**src/include/bus_params.svh**
```systemverilog
`ifndef BUS_PARAMS_SVH
`define BUS_PARAMS_SVH

// word and field widths
`define BUS_DATA_W       16
`define BUS_ADDR_W       12
`define BUS_SID_W        2

`define BUS_N_MASTERS    2
`define BUS_N_SLAVES     3

// per-slave memory depth in words, slave ids run from 1
`define BUS_DEPTH_S1     4096
`define BUS_DEPTH_S2     4096
`define BUS_DEPTH_S3     2048

`define BUS_FRAME_LEN    15  // sid, rd/wr, address
`define BUS_START_DELAY  20  // cycles between the two start pulses
`define BUS_FIRST_MASTER 0

`endif

```
**src/verilog/bus_pkg.sv**
```systemverilog
`include "bus_params.svh"

package bus_pkg;

    typedef logic [`BUS_DATA_W-1:0] data_t;
    typedef logic [`BUS_ADDR_W-1:0] addr_t;
    typedef logic [`BUS_SID_W-1:0]  sid_t;
    typedef logic [$clog2(`BUS_DATA_W+1)-1:0] bit_cnt_t;  // counts serial bits

    // serial lines from the granted master to all slaves
    typedef struct packed {
        logic ctrl;   // control frame bit
        logic wd;     // write data bit
        logic valid;
        logic last;
    } m2s_t;

    // serial return lines from the slaves
    typedef struct packed {
        logic rd;
        logic rvalid;
    } s2m_t;

    typedef enum logic [2:0] {M_IDLE, M_REQ, M_FRAME, M_WDATA, M_RDATA, M_DONE} master_state_t;

    typedef enum logic [2:0] {S_IDLE, S_FRAME, S_WDATA, S_RDATA, S_SKIP} slave_state_t;

endpackage

```
**src/verilog/bus_arbiter.sv**
```systemverilog
`timescale 1ns/1ps
`include "bus_params.svh"

module bus_arbiter (
    input  logic                      clk,
    input  logic                      rstN,
    input  logic [`BUS_N_MASTERS-1:0] req,
    output logic [`BUS_N_MASTERS-1:0] gnt,
    input  bus_pkg::m2s_t             m2s_m [`BUS_N_MASTERS],
    output bus_pkg::m2s_t             m2s_bus,
    input  bus_pkg::s2m_t             s2m_s [`BUS_N_SLAVES],
    output bus_pkg::s2m_t             s2m_bus
);
    localparam int NM = `BUS_N_MASTERS;
    localparam int NS = `BUS_N_SLAVES;

    logic [NM-1:0] pick;

    // lowest set bit of req, master 0 has the highest priority
    assign pick = req & (~req + 1'b1);

    always_ff @(posedge clk or negedge rstN) begin
        if (!rstN) begin
            gnt <= '0;
        end else if (gnt == '0) begin
            gnt <= pick;
        end else if ((gnt & req) == '0) begin
            gnt <= '0;  // owner dropped req, bus free next cycle
        end
    end

    // steer the owner's lines, all zero while idle
    always_comb begin
        m2s_bus = '0;
        for (int i = 0; i < NM; i++) begin
            if (gnt[i]) m2s_bus = m2s_m[i];
        end
    end

    // only the addressed slave drives, so an OR is enough
    always_comb begin
        s2m_bus = '0;
        for (int i = 0; i < NS; i++) begin
            s2m_bus = s2m_bus | s2m_s[i];
        end
    end

endmodule

```
**config.mk**
```make
export PLATFORM = sky130hd
export DESIGN_NAME = bus_arbiter
export DESIGN_NICKNAME = d
export VERILOG_FILES = /design/src/verilog/bus_pkg.sv /design/src/verilog/bus_arbiter.sv
export VERILOG_INCLUDE_DIRS = /design/src /design/src/include
export SDC_FILE = /design/constraint.sdc
export NUM_CORES = 1
export LEC_CHECK = 0
export BUFFER_PORTS_ARGS = -buffer_cell sky130_fd_sc_hd__buf_4
export CORE_AREA = 2 2 39 41
export DETAILED_ROUTE_END_ITERATION = 10
export DIE_AREA = 0 0 41 43
export SLEW_MARGIN = 15
export SYNTH_ARGS = -nofsm -noshare
export SYNTH_HDL_FRONTEND = slang
export SYNTH_SLANG_ARGS = --single-unit
```
**constraint.sdc**
```tcl
create_clock -name clk -period 0.8 [get_ports clk]
set_input_delay 0.08 -clock clk [delete_from_list [all_inputs] [get_ports clk]]
set_output_delay 0.08 -clock clk [all_outputs]
set_load 0.005 [all_outputs]
```
# --- Word level (Yosys, flattened, before mapping) ---
# Cells that the tools add are included.
word_totals:
  reg_bits: 2
  output_inout_bits: 8
  word_cells: 14
  inputBits: 18
classes:
  addsub: 1
  reduce_logical: 3
  mux: 4
  n_bitwise: 5
op_table:
  columns: ["cell", "n"]
  rows:
  - ["2-to-1 mux 4 bit", 2]
  - ["bitwise AND 2 bit", 2]
  - ["logical NOT 2 bit", 2]
  - ["2-to-1 mux 2 bit", 2]
  - ["bitwise OR 2 bit", 2]
  - ["adder 2 x 1 -> 2 bit (second input constant)", 1]
  - ["NOT 2 bit", 1]
  - ["nonzero test 2 bit", 1]

# --- Depth between registers and ports, before layout ---
logic_depth:
  depth_word: 4
  ltp_mapped: 3
  ltp_nobuf: 2

# --- Least setup slack after synthesis ---
# Ideal clock, no wire load.
synth_path:
  path_kind: "register to register"
  from: "register gnt[0]"
  to: "register gnt[1]"
  arrival_time_ps: 767
  stages_incl_launch_ff: 3
  setup_time_ps: 121
  period_less_slack_ps: 888
  slack_ps: -88
  t_required_ps: 679
  cell_sequence: "dfrtp_1 -> a21o_1 -> a22o_1"
synth_between:
  elab_chain_cells: 3
  elab_cells_between_ends: 5
  classes_between: "mux (1); bitwise (1); reduce/logical (3)"
synth_lines:
  columns: ["item", "line", "rtl"]
  rows:
  - ["from (decl)", "bus_arbiter.sv:8", "output logic [`BUS_N_MASTERS-1:0] gnt,"]
  - ["from (signal assigned)", "bus_arbiter.sv:26", "gnt <= pick;"]
  - ["bitwise AND 2 bit", "bus_arbiter.sv:27", "end else if ((gnt & req) == '0) begin"]
  - ["logical NOT 2 bit", "bus_arbiter.sv:27", null]
  - ["nonzero test 2 bit (no source line)", null, null]
# Parallel ways exist; a longest one is shown, timed or not.
# A chain may end at the register's enable or synchronous reset.

# --- Worst setup path in the final report ---
layout_path:
  from: "register gnt[1]"
  to: "output port gnt[1]"
# No word-level cell between the ends.

==> impl_table.tex <==
\begin{tabular}{lr}
\hline
Metric & Value \\
\hline
\multicolumn{2}{l}{\textbf{Finish}} \\
\quad Diodes inserted & 0 \\
\quad Final net count & between 60 and 70 \\
\quad Post-route design area & 429 um2 \\
\quad Final Instance Count excl. Fillers & 63 \\
\quad Fraction of layout cells with a size suffix above 1 & 74.5\% \\
\quad Count of fill cells added during filler insertion & 150 \\
\quad Top reg by flops & gnt \\
\quad Layout overhead on the synthesized area & 174\% \\
\quad Max FFs per register & 2 \\
\quad Fraction of the core area covered by cells at the end of the flow & between 30\% and 40\% \\
\quad Leading registers by flop count & gnt: 2 flops \\
\multicolumn{2}{l}{\textbf{Floorplanning}} \\
\quad Total number of placement rows & 14 \\
\quad Die width & 41 um \\
\quad Initial core utilization & 11.3\% \\
\quad Die footprint & 1760 um2 \\
\quad Top-level I/O count & 26 \\
\quad Total core area & $\sim$1400 um2 \\
\quad Vert. Die Dim & 43 um \\
\multicolumn{2}{l}{\textbf{STA}} \\
\quad Smallest setup slack after layout & -0.331 ns \\
\quad Worst clock skew on the final layout & $\sim$0.0015 ns \\
\quad Setup repair after global routing missed its margin & yes \\
\quad Setup violators final & 8 \\
\quad Post-layout minimum cycle time & 1.13 ns \\
\quad Tightest slew margin relative to the limit & between 90 and 100\% \\
\quad Maximum achievable frequency & between 800 and 900 MHz \\
\quad Total Negative Setup Slacks & -2.16 ns \\
\quad Count of endpoints failing hold in the final timing report & 0 \\
\quad Tightest Pin Transition & 0.142 ns \\
\quad Part of the cycle the worst path needs & 141\% \\
\quad Slew Limit Fails & 0 \\
\multicolumn{2}{l}{\textbf{Worst setup path}} \\
\quad Kind of critical path & register to primary output \\
\quad Required arrival time at the worst endpoint & 0.72 ns \\
\quad Element type at the critical path start & register \\
\quad Largest fanout of any net on the critical path & 6 \\
\quad Crit path DAT & 1.05 ns \\
\quad Kind of end point of the critical path & primary output \\
\multicolumn{2}{l}{\textbf{Clock tree}} \\
\quad Clock Sinks & 2 \\
\quad Reg clk slew, reported paths & 0.03 ns \\
\quad Clock tree from TritonCTS & yes \\
\quad Root Buffer & clkbuf\_4 \\
\quad Level count of the clock H-tree & 1 \\
\quad Bufs on Longest Clock Path & 2 \\
\quad Total clock buffers created by CTS & 3 \\
\quad Insertion delay to the later sink of the worst-skew pair & between 0.2 and 0.25 ns \\
\multicolumn{2}{l}{\textbf{Place}} \\
\quad Place WS & -0.179 ns \\
\quad IO buf count & 25 \\
\quad Placed instance count & 56 \\
\quad Post-placement cell area & roughly 350 um2 \\
\quad Final weighted congestion of routability-driven global placement & roughly 0.6 \\
\multicolumn{2}{l}{\textbf{Routing}} \\
\quad Wire per inst & 8.76 um \\
\quad First-iteration detailed-routing DRC count & 1 \\
\quad Wirelength, routed & 552 um \\
\quad Detailed-route via count & 259 \\
\quad Number of iterations in the first detailed-routing pass & 2 \\
\quad DRC errors left & 0 \\
\quad Final ANT Viol Nets & 0 \\
\quad Vias per std cell & 4.11 \\
\multicolumn{2}{l}{\textbf{Pwr}} \\
\quad Power density cells & 1530 nW/um2 \\
\quad VDD IR-drop max & 0.480 mV \\
\quad Cell leakage power & 0.228 nW \\
\multicolumn{2}{l}{\textbf{Logic synthesis}} \\
\quad Post-synthesis average cell area & 9.78 um2 \\
\quad Sequential area share after synthesis & between 30\% and 40\% \\
\quad Synth warn & 0 \\
\quad Flip-flop and latch count after synthesis & 2 \\
\quad Combined area of all synthesized cells & around 160 um2 \\
\quad Cell count after synthesis & 16 \\
\quad Synthesized Nets & 34 \\
\quad Distinct cell type count of the synthesized netlist & 9 \\
\multicolumn{2}{l}{\textbf{Worst hold path}} \\
\quad Tightest Hold Check Type & primary input to register \\
\multicolumn{2}{l}{\textbf{Global routing}} \\
\quad Number of antenna violations at the first check in global routing & 0 \\
\quad Pin count of the biggest net entering global routing & 7 \\
\quad Sum of overflow across all layers after global routing & 0 \\
\quad First-pass GRT wire length & 745 um \\
\quad Vias in the first global route & 220 \\
\quad Global Route Usage Sum & slightly below 7\% \\
\multicolumn{2}{l}{\textbf{Run status}} \\
\quad Violations in the final reports & negative setup slack \\
\quad Outcome & complete, but fails checks \\
\multicolumn{2}{l}{\textbf{Job}} \\
\quad Max-cap violation count & 0 \\
\hline
\end{tabular}
-- area by class of cell --
cell class	count	area [um2]	share of cell area, %
Clock buffer	3	22.5	5.25
Inverter	1	3.75	0.875
Multi-Input combinational cell	12	100	23.3
Sequential cell	2	51.3	12.0
Tap cell	16	20.0	4.66
Timing Repair Buffer	29	231	53.9
-- cells in the mapped netlist --
cell,n,share of area [%]
a21o_1,1,4.8
a21oi_1,2,6.4
a22o_1,5,28
buf_6,1,7.2
dfrtp_1,2,32
inv_1,1,2.4
nor2_1,1,2.4
nor2b_4,1,8.8
or3_1,2,8.0
-- power by group --
group	switching, W	internal [W]
sequential	0.0000218	0.000119
clock	0.0000548	0.000165
combinational	0.0000873	0.000211
-- stage by stage --
stage	hold slack [ns]	power (W)
2_1_floorplan	-0.216	0.000244
3_3_place_gp	-0.136	0.000379
3_5_place_dp	-0.137	0.000380
4_1_cts	0.0905	0.000645
5_1_grt	0.107	0.000708
6_report	0.102	0.000658
-- per-layer routing --
metal	part of all wire [%]	global-route usage, %	vias up
met4	2.5	8.00	0
li1	-	-	124
met5	0	0	-
met3	16	3.14	2
met1	29	5.11	115
met2	52	10.9	18
-- final timing paths --
| kind | end | slack, ns | from | depth (start not counted) |
|---|---|---|---|---|
| min in group asynchronous | gnt[1] | 0.18 | rstN | 2 |
| worst max register to register | gnt[1] | -0.23 | gnt[1] | 3 |
| max in group asynchronous | gnt[1] | 0.53 | rstN | 2 |
| worst min-delay path | gnt[1] | 0.10 | req[1] | 2 |
| worst max-delay path | gnt[1] | -0.33 | gnt[1] | 3 |
| worst min register to register | gnt[0] | 0.65 | gnt[0] | 3 |
-- cells by family (layout without fill, tap and decap cells) --
group,count (synthesis),count (layout),share of synthesized area [%]
compound gates,8,8,39.2
buf+inv,2,33,9.60
simple gates,4,4,19.2
flops,2,2,32.0
-- critical path: stages (launching register included) --
cell and delay (ns):
dfrtp_2 0.44, buf_4 0.15, buf_6 0.11, buf_4 0.12
-- cells in the final DEF, fill, tap and decap left out --
master         synthesis  final
inv_1                  1      1
or3_1                  2      1
dfrtp_2                0      1
clkbuf_4               0      3
a21oi_2                0      1
a21oi_1                2      1
nor2b_4                1      1
nor2_1                 1      1
dlygate4sd3_1          0      1
a21o_1                 1      1
or3_4                  0      1
dfrtp_1                2      1
buf_4                  0     25
buf_6                  1      3
a22o_1                 5      5
-- repair_timing --
action / CTS / global route
pin swaps: 2 / 2
setup buffers: 2 / 1
gates resized for setup: 1 / 5
hold buffers: 1 / 0
setup endpoints to repair: 8 / 9
hold endpoints to repair: 2 / 0
Note: power is estimated with default switching activity, not from simulation.
