--- config.mk ---
export PLATFORM = sky130hd
export DESIGN_NAME = bus_master
export DESIGN_NICKNAME = d
export VERILOG_FILES = /design/src/verilog/bus_pkg.sv /design/src/verilog/ctrl_pkg.sv /design/src/verilog/bus_master.sv
export VERILOG_INCLUDE_DIRS = /design/src /design/src/include
export SDC_FILE = /design/constraint.sdc
export NUM_CORES = 1
export LEC_CHECK = 0
export BUFFER_PORTS_ARGS = -buffer_cell sky130_fd_sc_hd__buf_2
export CAP_MARGIN = 10
export CORE_ASPECT_RATIO = 1.5
export CORE_MARGIN = 1.5
export CORE_UTILIZATION = 50
export DETAILED_ROUTE_END_ITERATION = 8
export GPL_ROUTABILITY_DRIVEN = 0
export PLACE_DENSITY = 0.7
export SYNTH_ARGS = -nofsm -noshare
export SYNTH_HDL_FRONTEND = slang
export SYNTH_SLANG_ARGS = --single-unit
--- constraint.sdc ---
create_clock -name clk -period 6.05 [get_ports clk]
set_clock_uncertainty 0.1 [all_clocks]
set_input_delay 0.3025 -clock clk [delete_from_list [all_inputs] [get_ports clk]]
set_output_delay 0.3025 -clock clk [all_outputs]
set_load 0.03 [all_outputs]
--- src/include/bus_params.svh ---
`ifndef BUS_PARAMS_SVH
`define BUS_PARAMS_SVH

// word and field widths
`define BUS_DATA_W       16
`define BUS_ADDR_W       12
`define BUS_SID_W        2

`define BUS_N_MASTERS    2
`define BUS_N_SLAVES     3

// per-slave memory depth in words, slave ids run from 1
`define BUS_DEPTH_S1     4096
`define BUS_DEPTH_S2     4096
`define BUS_DEPTH_S3     2048

`define BUS_FRAME_LEN    15  // sid, rd/wr, address
`define BUS_START_DELAY  20  // cycles between the two start pulses
`define BUS_FIRST_MASTER 0

`endif

--- src/verilog/bus_pkg.sv ---
`include "bus_params.svh"

package bus_pkg;

    typedef logic [`BUS_DATA_W-1:0] data_t;
    typedef logic [`BUS_ADDR_W-1:0] addr_t;
    typedef logic [`BUS_SID_W-1:0]  sid_t;
    typedef logic [$clog2(`BUS_DATA_W+1)-1:0] bit_cnt_t;  // counts serial bits

    // serial lines from the granted master to all slaves
    typedef struct packed {
        logic ctrl;   // control frame bit
        logic wd;     // write data bit
        logic valid;
        logic last;
    } m2s_t;

    // serial return lines from the slaves
    typedef struct packed {
        logic rd;
        logic rvalid;
    } s2m_t;

    typedef enum logic [2:0] {M_IDLE, M_REQ, M_FRAME, M_WDATA, M_RDATA, M_DONE} master_state_t;

    typedef enum logic [2:0] {S_IDLE, S_FRAME, S_WDATA, S_RDATA, S_SKIP} slave_state_t;

endpackage

--- src/verilog/ctrl_pkg.sv ---
`include "bus_params.svh"

package ctrl_pkg;

    import bus_pkg::*;

    // one command per master and session
    // sid 0 means the master does not touch the bus
    typedef struct packed {
        sid_t  sid;
        logic  wr;     // 1 for a write
        addr_t addr;
        data_t wdata;
    } master_cmd_t;

    typedef enum logic [1:0] {
        SES_IDLE,
        SES_FIRST,     // first master started, delay running
        SES_SECOND,    // both started, waiting for done
        SES_FINISHED
    } session_state_t;

endpackage

--- src/verilog/bus_master.sv ---
`timescale 1ns/1ps
`include "bus_params.svh"

module bus_master #(
    parameter int MASTER_IDX = 0
) (
    input  logic                  clk,
    input  logic                  rstN,
    input  logic                  start,
    input  ctrl_pkg::master_cmd_t cmd,
    output logic                  req,
    input  logic                  gnt,
    output bus_pkg::m2s_t         m2s,
    input  bus_pkg::s2m_t         s2m,
    output logic                  done,
    output bus_pkg::data_t        rdata
);
    import bus_pkg::*;

    localparam int DW   = `BUS_DATA_W;
    localparam int SH_W = `BUS_FRAME_LEN + `BUS_DATA_W;
    localparam bit_cnt_t FRAME_LAST = bit_cnt_t'(`BUS_FRAME_LEN - 1);
    localparam bit_cnt_t DATA_LAST  = bit_cnt_t'(`BUS_DATA_W - 1);

    master_state_t   state;
    bit_cnt_t        cnt;
    logic [SH_W-1:0] tx_sh;  // frame in the low bits, write data above
    logic            wr_q;
    data_t           rx_sh;

    assign done = (state == M_DONE);

    always_ff @(posedge clk or negedge rstN) begin
        if (!rstN) begin
            state <= M_IDLE;
            req   <= 1'b0;
            cnt   <= '0;
            rdata <= '0;
        end else begin
            case (state)
                M_IDLE: begin
                    if (start) begin
                        if (cmd.sid == '0) begin
                            state <= M_DONE;  // nothing to transfer
                        end else begin
                            req   <= 1'b1;
                            state <= M_REQ;
                        end
                    end
                end
                M_REQ: begin
                    if (gnt) begin
                        cnt   <= '0;
                        state <= M_FRAME;
                    end
                end
                M_FRAME: begin
                    cnt <= cnt + 1'b1;
                    if (cnt == FRAME_LAST) begin
                        cnt   <= '0;
                        state <= wr_q ? M_WDATA : M_RDATA;
                    end
                end
                M_WDATA: begin
                    cnt <= cnt + 1'b1;
                    if (cnt == DATA_LAST) state <= M_DONE;
                end
                M_RDATA: begin
                    if (s2m.rvalid) begin
                        cnt <= cnt + 1'b1;
                        if (cnt == DATA_LAST) begin
                            rdata <= {s2m.rd, rx_sh[DW-1:1]};  // word complete
                            state <= M_DONE;
                        end
                    end
                end
                M_DONE: begin
                    req   <= 1'b0;  // bus released after the done pulse
                    state <= M_IDLE;
                end
                default: state <= M_IDLE;
            endcase
        end
    end

    always_ff @(posedge clk) begin
        if (state == M_IDLE && start) begin
            tx_sh <= {cmd.wdata, cmd.addr, cmd.wr, cmd.sid};  // lsb goes out first
            wr_q  <= cmd.wr;
        end else if (state == M_FRAME || state == M_WDATA) begin
            tx_sh <= tx_sh >> 1;
        end
        if (state == M_RDATA && s2m.rvalid) rx_sh <= {s2m.rd, rx_sh[DW-1:1]};
    end

    always_comb begin
        m2s = '0;
        case (state)
            M_FRAME: begin
                m2s.ctrl  = tx_sh[0];
                m2s.valid = 1'b1;
                m2s.last  = (cnt == FRAME_LAST);
            end
            M_WDATA: begin
                m2s.wd    = tx_sh[0];
                m2s.valid = 1'b1;
                m2s.last  = (cnt == DATA_LAST);
            end
            default: ;
        endcase
    end

endmodule

Yosys cells after proc, flatten, opt, wreduce, memory -nomap -nowiden
Index checks and enable logic that the tools add are counted.
{ "totals": {"regBits": 73, "inputBits": 37, "out_inout_bits": 22, "wordCells": 52} }
{ "op_classes": {"add_sub_neg": 1, "n_eq_ne": 12, "n_mux": 20, "reduce_logical": 12} }
{ "op_table": {"columns": ["op", "n"], "rows": [
  ["$mux W31", 2],
  ["$mux W3", 7],
  ["$pmux W5 S4", 1],
  ["$mux W5", 3],
  ["$pmux W3 S5", 1],
  ["$eq A5 B4 Y1 const B", 2],
  ["$ne A2 B2 Y1 const B", 5],
  ["$reduce_and A3 Y1", 3],
  ["$eq A3 B2 Y1 const B", 2],
  ["$eq A3 B3 Y1 const B", 2],
  ["$add A5 B1 Y5 const B", 1],
  ["$mux W1", 4],
  ["$pmux W2 S2", 1],
  ["$reduce_and A4 Y1", 1],
  ["$reduce_bool A2 Y1", 2],
  ["$reduce_bool A4 Y1", 1],
  ["$eq A3 B1 Y1 const B", 1],
  ["$logic_not A3 Y1", 1],
  ["$logic_and A1 B1 Y1", 2],
  ["$logic_not A2 Y1", 1],
  ["$pmux W1 S2", 1],
  ["$logic_or A1 B1 Y1", 1]
]} }

Logic depth before layout (Yosys ltp)
{ "logic_depth": {"depth_word": 4, "mapped_depth": 7, "mapped_depth_nobuf": 7} }

Least setup slack after synthesis
Ideal clock, no wire load.
{ "synth_timing": {"kind": "reg2reg", "start": "register state[2]", "end": "register tx_sh[0] (enable)", "setup_time_ns": 0.393, "t_arrival_ns": 2.002, "required_ns": 5.557, "slack_ns": 3.555, "stages_incl_launch_ff": 5, "path_buffers": 2, "synth_period_minus_slack_ns": 2.495, "cell_sequence": "dfrtp_1 buf_2 nor4b_4 buf_4 nand2b_1"} }
{ "synth_between": {"elab_chain_len": 3, "elab_cells_between_ends": 6, "classes_between": "eq/ne (2); reduce/logical (4)"} }
{ "synth_lines": {"columns": ["item", "line", "rtl"], "rows": [
  ["from (decl)", "bus_master.sv:25", "master_state_t state;"],
  ["from (signal assigned)", "bus_master.sv:61", "state <= wr_q ? M_WDATA : M_RDATA;"],
  ["$eq A3 B2 Y1 / $logic_not A3 Y1 (equally long branches)", "bus_master.sv:90, bus_master.sv:87", null],
  ["$logic_or A1 B1 Y1 / $logic_and A1 B1 Y1 (equally long branches)", "bus_master.sv:90, bus_master.sv:87", null],
  ["$reduce_bool A2 Y1 (no source line) (*)", null, null],
  ["to (signal assigned)", "bus_master.sv:88", "tx_sh <= {cmd.wdata, cmd.addr, cmd.wr, cmd.sid};"],
  ["to (signal assigned)", "bus_master.sv:91", "tx_sh <= tx_sh >> 1;"],
  ["to (decl)", "bus_master.sv:27", "logic [SH_W-1:0] tx_sh;"]
]} }
Every way passes the cells marked *; elsewhere a longest branch is shown, timed or not.
A chain may end at the register's enable or synchronous reset.

Worst setup path after layout
{ "layout_timing": {"start": "register state[0]", "end": "register tx_sh[26] (enable)"} }
Same word-level chain as after synthesis.

==> out/summary.txt <==
status: finished clean
area grow syn2layout: 17.38%
drt total wl: 5154 µm
Initial Utilization: 0.5122
largest fanout on the critical path: 34
XOR/XNOR Fraction of Synth Area: 0
Setup TNS Final: 0 ns
multiplexer share of the synthesized area: 0.1782
RSZ-0062 raised after global routing: false
Max Slew Vio Count: 0
Horiz. Die Dim: 67.48 µm
critical path type: reg -> reg
DR vias: 1812
Cell Rows: 35
initial antenna violation count: 0
Area after DPL: 3438 µm²
clock-pin slew on the worst setup and hold paths: 0.08 ns
Post-route DRC: 0
H-tree lvl count: 3
area of the core: 6087 µm²
CTS buffer count: 9
Port Buf Inserts: 58
Final Hold Viols: 0
minimum clock period after layout: 2.238 ns
critical path startpoint category: register
later-pin clock latency in the skew report: 0.34 ns
slew of the pin with the lowest slew margin: 0.5935 ns
post-CTS sizing: 0
clock root buffer master: clkbuf_8
yosys warns: 0
FFs w/ async S/R, synth: 0.3472
Yosys reg bits: 72
worst hold path type: in -> reg
Yosys cell types: 36
maximum vdd drop: 249.4 µV
Die ar.: 6728 µm²
num ports: 59
first-pass GRT wire length: 8549 µm
Post-Synth Simple-Gate Area: 0.06621
Synth Flop Type: edfxtp_1
layout cells sized above 1: 0.4811
DPL Wire Length: 3600 µm
CP endpoint kind: register
number of diodes: 0
Fmax achieved: 446.9 MHz
gr usage total: 0.1730
sequential-to-total area share from yosys stat: 0.6533
CTS tree: done
die height: 99.72 µm
static leakage: 1.568 nW
Final Instance Area: 3660 µm²
Post-synth EDFFs: 47
post-route setup slack: 3.812 ns
largest net degree at the start of global routing: 35
Max-Cap Viols: 0
CP Data Required Time: 5.95 ns
Mapped Nets: 235
pre-CTS setup slack: 3.410 ns
Net count, final: 299
antenna viol nets, final: 0
post-synthesis compound-gate area fraction: 0.05698
Synth Area per Inst: 15.99 µm²
global route overflow: 0
fin crit share: 0.3699
DR WL/cell: 15.25 µm
number of global-route vias before repair: 1888
TritonRoute pass-1 iters: 4
critical path arrival: 2.14 ns
slew margin rel.: 0.6043
Vias per Instance: 5.361
largest family of logic cells by synthesized area: multiplexers
Clock Sink Count: 72
Post-Synthesis Cells: 195
Post-Syn Area: 3118 µm²
Iter 0 DRT Violations: 65
clock tree buffer depth: 2
# setup viols final: 0
P per Cell Area: 433.8 nW/µm²
post-synthesis adder-cell area fraction: 0.01204
path summary, 6_finish.rpt:
check,from,to,slack [ns],cells past startpoint
max,state[0],tx_sh[26],3.81,4
min,s2m[1],rx_sh[15],0.06,1
max reg2reg,state[0],tx_sh[26],3.81,4
min reg2reg,rx_sh[2],rx_sh[1],0.36,0
max in group asynchronous,rstN,state[1],5.06,2
min in group asynchronous,rstN,rdata[12],0.40,2
what timing repair did:
| item | CTS | global route |
|---|---|---|
| hold buffers | 1 | 0 |
| buffers inserted | 0 | 0 |
| hold endpoints to repair | 25 | 0 |
registers in the layout, indices dropped and copies added (netlist names):
signal	cells
tx_sh	31
rdata	16
cnt	5
req	1
wr_q	1
state	3
rx_sh	15
kinds of logic (layout without fill, tap and decap cells):
| logic type | Yosys count | count (layout) |
|---|---|---|
| and+or+nand+nor | 32 | 32 |
| adders and majority gates | 3 | 3 |
| buffers and inverters | 16 | 85 |
| muxes | 46 | 46 |
| AOI/OAI and AO/OA | 26 | 26 |
| DFF | 72 | 72 |
cells in the final DEF, fill, tap and decap left out, types with 2 or more instances in the layout:
cell type	count
a21oi_1	6
and3_1	4
buf_2	58
buf_4	3
clkbuf_8	10
dfrtp_1	25
edfxtp_1	47
ha_1	3
inv_1	7
mux2_2	36
mux2_4	10
nand2_1	8
nand2b_1	4
nor2_1	5
nor2b_1	2
o211ai_1	2
o21ai_0	7
o22ai_1	3
o2bb2ai_1	2
power by group:
group,switching (W),internal [W]
registers,0.0000744,0.000732
logic,0.000212,0.000187
clock network,0.000179,0.000203
total,0.000465,0.00112
through the flow:
stage / cells / total power (W) / hold slack (ns) / util
after CTS: 337 / 0.001608 / 0.04563 / 0.6000
final: 338 / 0.001588 / 0.05849 / 0.6012
after global placement: 320 / 0.001207 / 0.2436 / 0.5649
after global routing: 338 / 0.001682 / 0.04425 / 0.6012
after detailed placement: 320 / 0.001222 / 0.2445 / 0.5649
after floorplan: 195 / 0.001131 / -0.09309 / -
metal layers:
metal / global-route usage / routed length [µm] / up-vias / part of all wire
li1: - / - / 858 / -
met1: 0.2044 / 2148 / 897 / 0.42
met2: 0.2813 / 2671 / 48 / 0.52
met3: 0.04072 / 235 / 9 / 0.046
met4: 0.09890 / 99 / 0 / 0.019
met5: 0 / 0 / - / 0
final cells by class:
class / instances / area [µm²]
inverters: 7 / 26.28
multi-input cells: 107 / 977.2
flip-flops and latches: 72 / 2037
well taps: 74 / 92.59
repair buffers: 62 / 322.8
clock inverters: 6 / 66.31
clock buffers: 10 / 137.6
fillers: 489 / 2427
worst max-delay path: stages, from the launching register on:
cell and delay (ns):
dfrtp_1 0.56, nor4b_4 0.31, buf_4 0.39, nand2b_1 0.16, buf_4 0.36
cell usage after synthesis, drive strengths merged, types with 2 or more instances:
cell / count / area, µm²
a21oi: 6 / 30.03
and3: 4 / 25.02
buf: 7 / 70.06
clkbuf: 2 / 7.510
dfrtp: 25 / 625.6
edfxtp: 47 / 1411
ha: 3 / 37.54
inv: 7 / 26.28
mux2: 46 / 555.5
nand2: 8 / 30.03
nand2b: 4 / 25.02
nor2: 6 / 38.79
nor2b: 2 / 12.51
o211ai: 2 / 15.01
o21ai: 8 / 40.03
o22ai: 4 / 38.79
o2bb2ai: 2 / 17.52
Power figures use the tool's default switching activity.
