===== src/include/bus_params.svh =====
`ifndef BUS_PARAMS_SVH
`define BUS_PARAMS_SVH

// word and field widths
`define BUS_DATA_W       16
`define BUS_ADDR_W       12
`define BUS_SID_W        2

`define BUS_N_MASTERS    2
`define BUS_N_SLAVES     3

// per-slave memory depth in words, slave ids run from 1
`define BUS_DEPTH_S1     4096
`define BUS_DEPTH_S2     4096
`define BUS_DEPTH_S3     2048

`define BUS_FRAME_LEN    15  // sid, rd/wr, address
`define BUS_START_DELAY  20  // cycles between the two start pulses
`define BUS_FIRST_MASTER 0

`endif


===== src/verilog/bus_pkg.sv =====
`include "bus_params.svh"

package bus_pkg;

    typedef logic [`BUS_DATA_W-1:0] data_t;
    typedef logic [`BUS_ADDR_W-1:0] addr_t;
    typedef logic [`BUS_SID_W-1:0]  sid_t;
    typedef logic [$clog2(`BUS_DATA_W+1)-1:0] bit_cnt_t;  // counts serial bits

    // serial lines from the granted master to all slaves
    typedef struct packed {
        logic ctrl;   // control frame bit
        logic wd;     // write data bit
        logic valid;
        logic last;
    } m2s_t;

    // serial return lines from the slaves
    typedef struct packed {
        logic rd;
        logic rvalid;
    } s2m_t;

    typedef enum logic [2:0] {M_IDLE, M_REQ, M_FRAME, M_WDATA, M_RDATA, M_DONE} master_state_t;

    typedef enum logic [2:0] {S_IDLE, S_FRAME, S_WDATA, S_RDATA, S_SKIP} slave_state_t;

endpackage


===== src/verilog/ctrl_pkg.sv =====
`include "bus_params.svh"

package ctrl_pkg;

    import bus_pkg::*;

    // one command per master and session
    // sid 0 means the master does not touch the bus
    typedef struct packed {
        sid_t  sid;
        logic  wr;     // 1 for a write
        addr_t addr;
        data_t wdata;
    } master_cmd_t;

    typedef enum logic [1:0] {
        SES_IDLE,
        SES_FIRST,     // first master started, delay running
        SES_SECOND,    // both started, waiting for done
        SES_FINISHED
    } session_state_t;

endpackage


===== src/verilog/session_ctrl.sv =====
`timescale 1ns/1ps
`include "bus_params.svh"

module session_ctrl (
    input  logic                      clk,
    input  logic                      rstN,
    input  logic                      go,
    input  logic [`BUS_N_MASTERS-1:0] done_m,
    output logic [`BUS_N_MASTERS-1:0] start_m,
    output logic                      session_done
);
    import ctrl_pkg::*;

    localparam int N     = `BUS_N_MASTERS;
    localparam int CNT_W = $clog2(`BUS_START_DELAY + 1);
    localparam logic [N-1:0]     FIRST_SEL  = N'(1) << `BUS_FIRST_MASTER;
    localparam logic [N-1:0]     SECOND_SEL = ~FIRST_SEL;
    localparam logic [CNT_W-1:0] DELAY_LAST = CNT_W'(`BUS_START_DELAY - 1);

    session_state_t   state;
    logic [CNT_W-1:0] delay_cnt;
    logic [N-1:0]     seen;
    logic [N-1:0]     seen_next;

    assign seen_next = seen | done_m;  // sid 0 masters pulse done too

    always_ff @(posedge clk or negedge rstN) begin
        if (!rstN) begin
            state        <= SES_IDLE;
            delay_cnt    <= '0;
            seen         <= '0;
            start_m      <= '0;
            session_done <= 1'b0;
        end else begin
            start_m <= '0;  // start is a single-cycle pulse
            case (state)
                SES_IDLE, SES_FINISHED: begin
                    if (go) begin
                        start_m      <= FIRST_SEL;
                        delay_cnt    <= '0;
                        seen         <= '0;
                        session_done <= 1'b0;
                        state        <= SES_FIRST;
                    end
                end
                SES_FIRST: begin
                    seen      <= seen_next;
                    delay_cnt <= delay_cnt + 1'b1;
                    if (delay_cnt == DELAY_LAST) begin
                        start_m <= SECOND_SEL;
                        state   <= SES_SECOND;
                    end
                end
                SES_SECOND: begin
                    seen <= seen_next;
                    if (&seen_next) begin
                        session_done <= 1'b1;  // held until the next go
                        state        <= SES_FINISHED;
                    end
                end
                default: state <= SES_IDLE;
            endcase
        end
    end

endmodule


===== config.mk =====
export PLATFORM = sky130hd
export DESIGN_NAME = session_ctrl
export DESIGN_NICKNAME = d
export VERILOG_FILES = /design/src/verilog/bus_pkg.sv /design/src/verilog/ctrl_pkg.sv /design/src/verilog/session_ctrl.sv
export VERILOG_INCLUDE_DIRS = /design/src /design/src/include
export SDC_FILE = /design/constraint.sdc
export NUM_CORES = 1
export LEC_CHECK = 0
export ABC_AREA = 0
export BUFFER_PORTS_ARGS = -buffer_cell sky130_fd_sc_hd__buf_2
export CAP_MARGIN = 30
export CORE_MARGIN = 4
export CORE_UTILIZATION = 48
export DETAILED_ROUTE_END_ITERATION = 8
export GPL_TIMING_DRIVEN = 0
export PLACE_DENSITY = 0.71
export REMOVE_ABC_BUFFERS = 1
export SLEW_MARGIN = 15
export SYNTH_ARGS = -nofsm -noshare
export SYNTH_HDL_FRONTEND = slang
export SYNTH_SLANG_ARGS = --single-unit

===== constraint.sdc =====
create_clock -name clk -period 1.4 [get_ports clk]
set_input_delay 0.21 -clock clk [delete_from_list [all_inputs] [get_ports clk]]
set_output_delay 0.21 -clock clk [all_outputs]
set_load 0.01 [all_outputs]

## Yosys cells after proc, flatten, opt, wreduce, memory -nomap -nowiden

Index checks and enable logic that the tools add are counted.

- Bits in registers: 12
- Logic and storage cells: 37
- Input port bits: 5
- Output and inout bits: 3

- $add $sub $neg: 1
- Reductions and logical operators: 9
- Bitwise logic cells: 1
- Multiplexer cells: 14
- Equality and inequality tests: 7

Operators by type and width:

| kind | count |
|---|---|
| $mux W2 | 5 |
| $pmux W5 S2 | 1 |
| $pmux W2 S2 | 2 |
| $ne A2 B2 Y1 const B | 3 |
| $pmux W2 S3 | 1 |
| $reduce_and A3 Y1 | 2 |
| $add A5 B1 Y5 const B | 1 |
| $eq A5 B5 Y1 const B | 1 |
| $mux W5 | 1 |
| $eq A2 B2 Y1 const B | 2 |
| $reduce_and A2 Y1 | 2 |
| $reduce_bool A2 Y1 | 2 |
| $reduce_or A2 Y1 | 2 |
| $mux W1 | 3 |
| $eq A2 B1 Y1 const B | 1 |
| $logic_not A2 Y1 | 1 |
| $or A2 B2 Y2 | 1 |
| $pmux W1 S2 | 1 |

## Depth between registers and ports, before layout

Gate-level depths: netlist (run 1).

- Word-level depth: 4
- Gate-level depth with buffers: 6
- Gate-level depth less buffers: 6

## Least setup slack after synthesis (run 1)

Ideal clock, no wire load.

- Path type: flip-flop to flip-flop
- From: register state[0]
- To: register delay_cnt[2]
- Path slack: -8 ps
- Buffers on the path: 0
- Data required time: 1279 ps
- Period minus slack after synthesis: 1408 ps
- Stages on the path, launching flop included: 6
- Data arrival time: 1287 ps
- Library setup time: 121 ps
- Cell sequence: dfrtp_1 > inv_1 > ha_1 > nand2b_2 > o21ai_1 > a22o_1

- Word-level cells in the longest chain between the ends: 4

Ends and longest elaborated chain:

| element | RTL line | text |
|---|---|---|
| start: declaration | session_ctrl.sv:20 | `session_state_t state;` |
| start signal: assignment | session_ctrl.sv:29 | `state <= SES_IDLE;` |
| start signal: assignment | session_ctrl.sv:43 | `state <= SES_FIRST;` |
| start signal: assignment | session_ctrl.sv:51 | `state <= SES_SECOND;` |
| $eq A2 B2 Y1 or $logic_not A2 Y1 (tied branches) | session_ctrl.sv:36 | `case (state)` |
| $reduce_or A2 Y1 | session_ctrl.sv:36 |  |
| $ne A2 B2 Y1 (no source line) or $reduce_bool A2 Y1 (tied branches) | - |  |
| $reduce_and A2 Y1 (no source line) | - |  |
| end signal: assignment | session_ctrl.sv:48 | `delay_cnt <= delay_cnt + 1'b1;` |
| end: declaration | session_ctrl.sv:21 | `logic [CNT_W-1:0] delay_cnt;` |

Several ways; a longest one is shown, not always the timed one.
A chain may end at the register's enable or synchronous reset.

## Worst setup path in the final report (run 1)

- From: register delay_cnt[0]
- To: register state[1]

- Word-level cells in the longest chain between the ends: 3

Ends and longest elaborated chain:

| element | RTL line | text |
|---|---|---|
| $eq A5 B5 Y1 | session_ctrl.sv:49 | `if (delay_cnt == DELAY_LAST) begin` |
| $ne A2 B2 Y1 (no source line) | - |  |
| $reduce_and A3 Y1 (no source line) | - |  |
| end signal: assignment | session_ctrl.sv:51 |  |
| end signal: assignment | session_ctrl.sv:58 | `state <= SES_FINISHED;` |
| end signal: assignment | session_ctrl.sv:61 | `default: state <= SES_IDLE;` |

Every way passes these cells.

==> impl_metrics.csv, run 1 <==
group,metric,value,unit
run_status,status,"complete, no violations",
clock_network,clock_latency,0.28,ns
floorplanning,core_area,1186,sq um
route,route.final.wire_length,1104,microns
synthesis,synth_edf_count,0,
critical_path,critPathRequiredTime,1.56,ns
global_route,grt_max_degree,13,
sta,fmaxAchievable,747.7,MHz
job,cap_violations,0,
critical_path,end_kind,"flip-flop",
synthesis,synth.area.top_cells,"dfrtp_1 47%, ha_1 9.8%, a22o_1 6.8%",
global_route,first_global_vias,383,
global_route,track_usage,11.94,%
sta,whs,0.1706,ns
floorplanning,fp.dieH,44.53,microns
clock_network,numCtsBuffers,3,
power,ir_drop,0.001424,V
floorplanning,rows,12,
synthesis,yosysWarnings,0,
critical_path,crit_buf_inv,0,
sta,period_share,95.54,%
route,wl_met3,43,microns
final_layout,syn_to_final_growth,19.73,%
route,drt_iter0_drc,5,
floorplanning,dieArea,1983,sq um
synthesis,ys_seq_area_share,46.88,%
placed_design,port-buffer-count,7,
critical_path,critPathSlowestCell,"dfrtp_1",
route,vias,462,
sta,finalMaxSlewViolations,0,
clock_network,root_buffer,"clkbuf_4",
clock_network,clk_pin_slew,0.08,ns
placed_design,place_congestion,0.7486,
final_layout,diodes,0,
synthesis,yosysTopAreaCell,"dfrtp_1",
clock_network,cts_tree,"done",
placed_design,place_inst,80,
sta,tns,0,ns
global_route,grt-ovfl-total,0,
synthesis,avgSynthCellArea,10.68,sq um
synthesis,ys_ff_latch,12,
synthesis,syn_area,640.6,sq um
global_route,grt_pass1_wl,1621,microns
floorplanning,die_w,44.53,microns
final_layout,final_util,64.66,%
sta,rsz0062_at_grt,"true",
synthesis,synth-main-ff-cell,"dfrtp_1",
critical_path,crit_chain,"ha_4, nand4bb_4, a22oi_4, nand2_1, a22o_1",
route,ant_nets,0,
synthesis,synth-simple-area-share,15.82,%
critical_path,cpLargestDelayFamily,"compound AO/OA/AOI/OAI gates",
critical_path,startpoint_type,"flip-flop",
synthesis,synth_top_family_by_area,"compound AO/OA/AOI/OAI gates",
floorplanning,start_util,54.01,%
clock_network,cts_buffer_depth,2,
synthesis,synth_compound_area_share,19.14,%
critical_path,path_max_fanout,4,
route,wl_met2,500,microns
sta,hold_violations,0,
sta,slew_headroom,75.81,%
sta,setup_viol,0,
synthesis,syn_inst,60,
final_layout,final_layout_size_suffix_gt1_share,30.99,%
sta,period_minus_slack,1.338,ns
placed_design,dp_hpwl,825.9,microns
final_layout,fill_cells,99,
critical_path,slowest_delay,0.41,ns
route,wl_per_cell,12.99,microns
route,drc_errors,0,
synthesis,synthAdderAreaFrac,9.766,%
floorplanning,io_pins,8,
final_layout,final_cell_count_no_fill,85,
sta,tightest_slew,0.3629,ns
route,viasPerCell,5.435,
critical_path,crit_type,"flip-flop to flip-flop",
route,routed.top_layer,"met4",
power,power.density,2062,nW/um^2
sta,setup_slack,0.06249,ns
route,first_pass_iters,4,
synthesis,async_flop_share,100.0,%
clock_network,htree_levels,1,
route,met1_length,524,microns
critical_path,crit_arrival,1.50,ns
power,leakage,0.3846,nW
synthesis,synth.distinct_cells,20,
clock_network,clkSinkCount,12,
placed_design,dp_slack,-0.1694,ns
synthesis,muxShareOfSynthArea,3.125,%
synthesis,synth_xor_area_share,0,%
sta,skew,0.003845,ns
synthesis,yosysMostFrequentCell,"dfrtp_1",
final_layout,final_nets,83,
synthesis,synth_top_cell_area_share,46.88,%
min_path,hold_path_class,"primary input to flip-flop",
synthesis,synth_common_cells,"12 x dfrtp_1, 8 x inv_1, 5 x a22o_1, 5 x ha_1, 5 x nand2_1",
global_route,antenna_found_initial,0,
## final timing paths
check,to,from,slack (ns),cells past startpoint
worst max-delay path,state[1]$_DFFE_PN0P_,delay_cnt[0]$_DFFE_PN0P_,0.06,5
worst min-delay path,seen[0]$_DFFE_PN0P_,done_m[0],0.17,2
worst max register to register,state[1]$_DFFE_PN0P_,delay_cnt[0]$_DFFE_PN0P_,0.06,5
worst min register to register,seen[0]$_DFFE_PN0P_,seen[0]$_DFFE_PN0P_,0.51,1
max in group asynchronous,state[1]$_DFFE_PN0P_,rstN,0.84,2
min in group asynchronous,delay_cnt[4]$_DFFE_PN0P_,rstN,0.33,2
## metal layers
layer | vias to the layer above | GRT usage [%]
li1 | 232 | -
met1 | 216 | 14.68
met2 | 9 | 18.05
met3 | 5 | 2.439
met4 | 0 | 9.036
met5 | - | 0
## logic make-up (layout without fill, tap and decap cells)
group,count (synthesis),count (layout)
compound gates,16,16
simple gates,16,16
flops,12,12
buf+inv,9,20
fa+ha+maj,5,5
mux,2,2
## layout by cell type, fill, tap and decap left out, types with 2 or more instances in the layout
master	instances
buf_2	7
a21oi_1	2
mux2i_1	2
o22ai_1	2
o21ai_1	3
a22o_1	5
clkbuf_4	3
nand2_1	5
dfrtp_1	11
ha_4	2
nand3_1	3
ha_1	2
nor2_1	3
inv_1	7
## sequential cells by signal (all words and copies together) (netlist names)
name	flops
delay_cnt	5
seen	2
session_done	1
start_m	2
state	2
## power breakdown
part           internal [mW]  switching, mW
combinational          0.367          0.423
sequential             0.468          0.106
clock                 0.0998          0.117
total                  0.935          0.647
## stage by stage
stage,area [sq um],power [mW]
after floorplan,636.9,1.083
after global placement,689.4,1.227
after detailed placement,689.4,1.248
after CTS,748.2,1.560
after global routing,767.0,1.698
final,767.0,1.582
## final cells by class
type / instances / area (sq um) / share of cell area, %
clock buffers: 3 / 22.52 / 2.936
inverters: 8 / 30.03 / 3.915
repair buffers: 9 / 52.55 / 6.852
multi-input cells: 39 / 342.8 / 44.70
well taps: 14 / 17.52 / 2.284
flip-flops and latches: 12 / 301.5 / 39.31
## what timing repair did
action / in CTS / in global routing
gates cloned: 0 / 0
gates resized for setup: 6 / 3
endpoints found under the setup margin: 6 / 6
buffers inserted: 0 / 1
hold buffers: 1 / 0
hold endpoints to repair: 12 / 0
No activity file was read; power rests on OpenSTA's default activity.
==> inputs of run 2 (changes only) <==
--- a/config.mk
+++ b/config.mk
@@ -15,6 +15,7 @@
 export GPL_TIMING_DRIVEN = 0
 export PLACE_DENSITY = 0.71
 export REMOVE_ABC_BUFFERS = 1
+export SETUP_SLACK_MARGIN = 0.5
 export SLEW_MARGIN = 15
 export SYNTH_ARGS = -nofsm -noshare
 export SYNTH_HDL_FRONTEND = slang
==> run 2 against run 1 <==
Net effect:
- count of clock-buffer cells in the layout unchanged
- die area stayed put
- total power up 30%
- final area increased by 21%
- fmax up 1.0%
- highest routed layer unchanged
==> impl_metrics.csv, run 2 (same netlist as run 1, synthesis figures left out) <==
group,metric,value,unit
critical_path,crit_arrival,1.49,ns
placed_design,post_dp_cell_area,689.4,sq um
critical_path,crit_type,"flip-flop to flip-flop",
critical_path,path_max_fanout,7,
power,p_int,1.239,mW
sta,period_minus_slack,1.324,ns
global_route,grtUsageMet3,2.439,%
route,route.final.wire_length,1523,microns
clock_network,root_buffer,"clkbuf_4",
clock_network,clock_latency,0.27,ns
power,pwr-share-comb,61.0,%
global_route,first_global_vias,517,
job,cap_violations,0,
global_route,track_usage,16.51,%
route,wl_per_cell,15.38,microns
sta,tightest_slew,0.2701,ns
global_route,grt_max_degree,13,
final_layout,final_layout_size_suffix_gt1_share,50.59,%
final_layout,fin_area,928.4,sq um
floorplanning,fp.dieH,44.53,microns
floorplanning,io_pins,8,
sta,whs,0.1935,ns
global_route,met2_usage,31.23,%
power,pwr-share-clk,10.3,%
global_route,grtUsageMet1,16.87,%
sta,rsz0062_at_grt,"true",
floorplanning,rows,12,
route,ant_nets,0,
run_status,status,"complete, no violations",
final_layout,final_nets,97,
sta,finalMaxSlewViolations,0,
critical_path,startpoint_type,"flip-flop",
power,p_total,2.056,mW
clock_network,cts_buffer_depth,2,
power,p_seq_share,28.6,%
clock_network,numCtsBuffers,3,
final_layout,syn_to_final_growth,44.92,%
power,leakage,0.4669,nW
route,drc_errors,0,
power,switchingPower,0.8171,mW
global_route,grt-ovfl-total,0,
final_layout,largest_reg_flops,5,
floorplanning,start_util,54.01,%
sta,setup_viol,0,
sta,fmaxAchievable,755.4,MHz
sta,hold_violations,0,
placed_design,port-buffer-count,7,
route,first_pass_iters,4,
critical_path,end_kind,"flip-flop",
power,switching_share,39.75,%
critical_path,crit_chain,"ha_4, nand2b_4, nand3_1, o21ai_1, a22o_1",
final_layout,diodes,0,
sta,period_share,94.56,%
clock_network,cts_tree,"done",
route,vias,543,
placed_design,place_inst,80,
critical_path,slowest_delay,0.46,ns
clock_network,clk_pin_slew,0.08,ns
placed_design,dp_hpwl,825.9,microns
min_path,hold_path_class,"primary input to flip-flop",
critical_path,critPathRequiredTime,1.56,ns
route,viasPerCell,5.485,
global_route,grt_pass1_wl,2263,microns
power,ir_drop,0.001336,V
global_route,antenna_found_initial,0,
clock_network,clkSinkCount,12,
sta,skew,0.001337,ns
sta,slew_headroom,82.00,%
placed_design,place_congestion,0.7486,
final_layout,final_cell_mix,"12 x buf_4, 11 x dfrtp_1, 6 x buf_2",
final_layout,final_util,78.27,%
floorplanning,dieArea,1983,sq um
route,drt_iter0_drc,17,
final_layout,final_cell_count_no_fill,99,
critical_path,critPathSlowestCell,"dfrtp_2",
global_route,busiest_layer,"met2",
final_layout,top_register,"delay_cnt",
clock_network,htree_levels,1,
power,power.density,2214,nW/um^2
final_layout,final_common_cell,"buf_4",
floorplanning,core_area,1186,sq um
final_layout,fill_cells,68,
floorplanning,die_w,44.53,microns
[run 2: metal layers]
metal,part of all wire (%),wire (microns)
met4,1.4,21
met2,54,817
met1,40,616
met5,0,0
met3,4.4,67
[run 2: cell type report]
class,instances,area [sq um],area share [%]
well taps,14,17.52,1.887
inverters,8,30.03,3.235
repair buffers,23,175.2,18.87
clock buffers,3,22.52,2.426
multi-input cells,39,381.6,41.11
flip-flops and latches,12,301.5,32.48
[run 2: worst max-delay path, delay by kind of cell (launching register included)]
family | cells | cell delay [ns]
AOI/OAI and AO/OA | 2 | 0.24
adders and majority gates | 1 | 0.31
DFF | 1 | 0.46
and+or+nand+nor | 2 | 0.21
[run 2: final timing paths]
| path | startpoint | endpoint | slack [ns] | depth (start not counted) |
|---|---|---|---|---|
| min in group asynchronous | rstN | delay_cnt[4]$_DFFE_PN0P_ | 0.34 | 2 |
| hold / removal | done_m[0] | seen[0]$_DFFE_PN0P_ | 0.19 | 2 |
| hold reg to reg | seen[0]$_DFFE_PN0P_ | seen[0]$_DFFE_PN0P_ | 0.53 | 1 |
| setup / recovery | state[1]$_DFFE_PN0P_ | delay_cnt[2]$_DFFE_PN0P_ | 0.08 | 5 |
| max in group asynchronous | rstN | state[1]$_DFFE_PN0P_ | 0.83 | 2 |
| setup reg to reg | state[1]$_DFFE_PN0P_ | delay_cnt[2]$_DFFE_PN0P_ | 0.08 | 5 |
[run 2: power groups by stage]
| stage | clock network, mW | logic (mW) | registers [mW] |
|---|---|---|---|
| 2_1_floorplan | 0 | 0.531 | 0.552 |
| 3_3_place_gp | 0 | 0.671 | 0.557 |
| 3_5_place_dp | 0 | 0.683 | 0.565 |
| 4_1_cts | 0.223 | 1.03 | 0.578 |
| 5_1_grt | 0.234 | 1.35 | 0.605 |
| 6_report | 0.212 | 1.25 | 0.589 |
[run 2: stage by stage]
step	TNS (ns)	setup slack, ns
floorplan	-0.01687	-0.005625
global placement	-0.7300	-0.1689
detailed placement	-0.7229	-0.1694
CTS	0	0.1091
global route	0	0.02862
finish	0	0.07615
[run 2: timing repair]
action,in CTS,in global routing
cloned,0,0
setup buffers,11,4
endpoints found under the setup margin,15,15
resized for setup,16,7
pin swaps,5,7
hold buffers,1,0
endpoints found under the hold margin,12,0
==> inputs of run 3 (changes only) <==
--- a/config.mk
+++ b/config.mk
@@ -6,7 +6,7 @@
 export SDC_FILE = /design/constraint.sdc
 export NUM_CORES = 1
 export LEC_CHECK = 0
-export ABC_AREA = 0
+export ABC_AREA = 1
 export BUFFER_PORTS_ARGS = -buffer_cell sky130_fd_sc_hd__buf_2
 export CAP_MARGIN = 30
 export CORE_MARGIN = 4
==> run 3 against run 2 <==
Net effect:
- setup slack worse by 0.029 ns
- final area down 4.9%
- sequential share of layout area up 1.5 points
- global-route usage up 0.26 points
- non-clock buffer count down 7
- first-iteration DRC count up 18%
- combinational power up 8%
- critical path depth up 2
- routed wire length up 5.6%
- total power up 7.3%
==> impl_metrics.csv, run 3 <==
group,metric,value,unit
power,switching_share,43.98,%
route,route.final.wire_length,1608,microns
route,viasPerCell,5.421,
placed_design,port-buffer-count,7,
critical_path,critPathRequiredTime,1.62,ns
clock_network,clkSinkCount,12,
final_layout,fill_cells,85,
power,switchingPower,0.9701,mW
synthesis,yosysTopAreaCell,"dfrtp_1",
route,ant_nets,0,
critical_path,crit_top_cell,"nand2_2",
job,cap_violations,0,
synthesis,synth_common_cells,"22 x nand2_1, 13 x inv_1, 12 x dfrtp_1, 6 x nand3_1, 6 x nor2_1",
critical_path,crit_type,"flip-flop to flip-flop",
synthesis,synth.distinct_cells,13,
power,power.density,2497,nW/um^2
route,drt_iter0_drc,20,
min_path,holdCritStartpoint,"go",
critical_path,crit_buf_inv,2,
power,p_total,2.206,mW
synthesis,yosysMostFrequentCell,"nand2_1",
sta,hold_violations,0,
power,leakage,0.4689,nW
synthesis,yosysWarnings,0,
run_status,status,"complete, no violations",
floorplanning,dieArea,1996,sq um
synthesis,ys_seq_area_share,46.51,%
final_layout,final_layout_size_suffix_gt1_share,35.00,%
clock_network,numCtsBuffers,3,
sta,setup_viol,0,
final_layout,final_cell_mix,"18 x nand2_1, 12 x dfrtp_1, 11 x inv_1",
clock_network,root_buffer,"clkbuf_4",
critical_path,crit_chain,"inv_2, ha_4, inv_4, or2_4, nand3_2, nand2_2, nand2_2",
global_route,grt_pass1_wl,2394,microns
placed_design,place_congestion,0.8234,
sta,period_minus_slack,1.352,ns
sta,skew,0.005790,ns
floorplanning,fp.dieH,44.68,microns
final_layout,fin_area,883.3,sq um
critical_path,worstReg2RegStart,"state[0]$_DFFE_PN0P_",
power,p_seq_share,25.8,%
sta,finalMaxSlewViolations,0,
route,drc_errors,0,
synthesis,syn_inst,79,
floorplanning,die_w,44.68,microns
sta,tns,0,ns
route,first_pass_iters,4,
final_layout,final_common_cell,"nand2_1",
clock_network,cts_tree,"done",
global_route,grt_max_degree,13,
power,ir_drop,0.001441,V
sta,slew_headroom,82.31,%
final_layout,diodes,0,
placed_design,post_dp_cell_area,698.2,sq um
critical_path,slowest_delay,0.40,ns
final_layout,largest_reg_flops,5,
synthesis,synth-main-ff-cell,"dfrtp_1",
clock_network,cts_buffer_depth,2,
sta,period_share,96.60,%
sta,fmaxAchievable,739.4,MHz
clock_network,clock_latency,0.28,ns
route,vias,618,
floorplanning,io_pins,8,
critical_path,critPathSlowestCell,"dfrtp_1",
synthesis,synth_top_cell_area_share,46.51,%
sta,tightest_slew,0.2654,ns
critical_path,path_max_fanout,5,
power,pwr-share-comb,61.0,%
critical_path,startpoint_type,"flip-flop",
critical_path,end_kind,"flip-flop",
synthesis,async_flop_share,100.0,%
placed_design,dp_hpwl,789.2,microns
clock_network,htree_levels,1,
global_route,first_global_vias,516,
synthesis,ys_ff_latch,12,
global_route,track_usage,16.78,%
synthesis,syn_area,645.6,sq um
route,wl_per_cell,14.11,microns
synthesis,avgSynthCellArea,8.172,sq um
final_layout,final_nets,111,
final_layout,syn_to_final_growth,36.82,%
clock_network,clk_pin_slew,0.09,ns
floorplanning,rows,12,
final_layout,top_register,"delay_cnt",
power,pwr-share-clk,13.2,%
floorplanning,start_util,54.43,%
power,p_int,1.236,mW
min_path,hold_path_class,"primary input to flip-flop",
global_route,grt-ovfl-total,0,
floorplanning,core_area,1186,sq um
critical_path,cpLargestDelayFamily,"simple AND/OR/NAND/NOR gates",
global_route,antenna_found_initial,0,
critical_path,startpoint,"state[0]$_DFFE_PN0P_",
synthesis,synth_edf_count,0,
synthesis,synth.area.top_cells,"dfrtp_1 47%, nand2_1 13%, ha_1 9.7%",
sta,rsz0062_at_grt,"true",
critical_path,crit_arrival,1.58,ns
-- run 3: cell count changes in the layout (fill, tap and decap cells not counted), sizes merged, moves of 3 or more --
cell   previous run  this run
buf              22        15
a22o              5         0
inv               8        14
nand3             3         7
nand4             0         4
nand2             6        22
nor2              3         6
-- run 3: logic make-up after synthesis --
group / count (synthesis) / share of synthesized area [%]
and+or+nand+nor: 40 / 27.71
adders and majority gates: 5 / 9.690
buffers and inverters: 14 / 8.139
AOI/OAI and AO/OA: 8 / 7.946
DFF: 12 / 46.51
-- run 3: what timing repair did --
| item | CTS | global route |
|---|---|---|
| setup buffers | 6 | 2 |
| pin swaps | 5 | 4 |
| gates resized for setup | 13 | 8 |
| cloned | 1 | 0 |
| endpoints found under the setup margin | 15 | 15 |
| hold buffers | 1 | 0 |
| hold endpoints to repair | 12 | 0 |
-- run 3: area by class of cell --
type | instances | area (sq um) | share of cell area [%]
clock buffers | 4 | 36.28 | 4.108
flip-flops and latches | 12 | 300.3 | 33.99
well taps | 14 | 17.52 | 1.983
repair buffers | 16 | 105.1 | 11.90
inverters | 14 | 60.06 | 6.799
multi-input cells | 54 | 364.1 | 41.22
-- run 3: stage by stage --
stage / instances / hold slack, ns / utilization (%) / setup slack [ns]
finish: 114 / 0.1743 / 74.47 / 0.04759
global route: 114 / 0.1775 / 74.47 / -0.01771
CTS: 112 / 0.1625 / 70.89 / 0.07278
detailed placement: 100 / 0.1010 / 58.86 / -0.05362
global placement: 100 / 0.1002 / 58.86 / -0.02548
floorplan: 79 / -0.08559 / - / 0.06291
-- run 3: path summary, 6_finish.rpt --
check / cells after the start / slack [ns] / to
worst max-delay path: 7 / 0.05 / state[0]$_DFFE_PN0P_
worst min-delay path: 2 / 0.17 / seen[0]$_DFFE_PN0P_
worst max register to register: 7 / 0.05 / state[0]$_DFFE_PN0P_
worst min register to register: 2 / 0.53 / seen[0]$_DFFE_PN0P_
max in group asynchronous: 2 / 0.84 / delay_cnt[1]$_DFFE_PN0P_
min in group asynchronous: 2 / 0.35 / seen[1]$_DFFE_PN0P_
-- run 3: worst register-to-register path, delay by kind of cell (launching register included) --
kind          cells  cell delay [ns]
fa+ha+maj         1             0.31
buf+inv           2             0.12
flops             1             0.40
simple gates      4             0.48
-- run 3: per-layer routing --
metal  up-vias  global-route usage [%]  share of wire [%]
met5         -                       0                  0
met4         0                   5.422                1.1
met3         4                   2.439                2.9
met2        21                   28.65                 51
met1       296                   21.39                 45
li1        297                       -                  -
-- run 3: power by group through the flow --
stage / clock (mW) / combinational, mW / sequential [mW]
2_1_floorplan: 0 / 0.601 / 0.559
3_3_place_gp: 0 / 0.744 / 0.559
3_5_place_dp: 0 / 0.761 / 0.564
4_1_cts: 0.280 / 1.17 / 0.556
5_1_grt: 0.302 / 1.48 / 0.588
6_report: 0.292 / 1.35 / 0.569
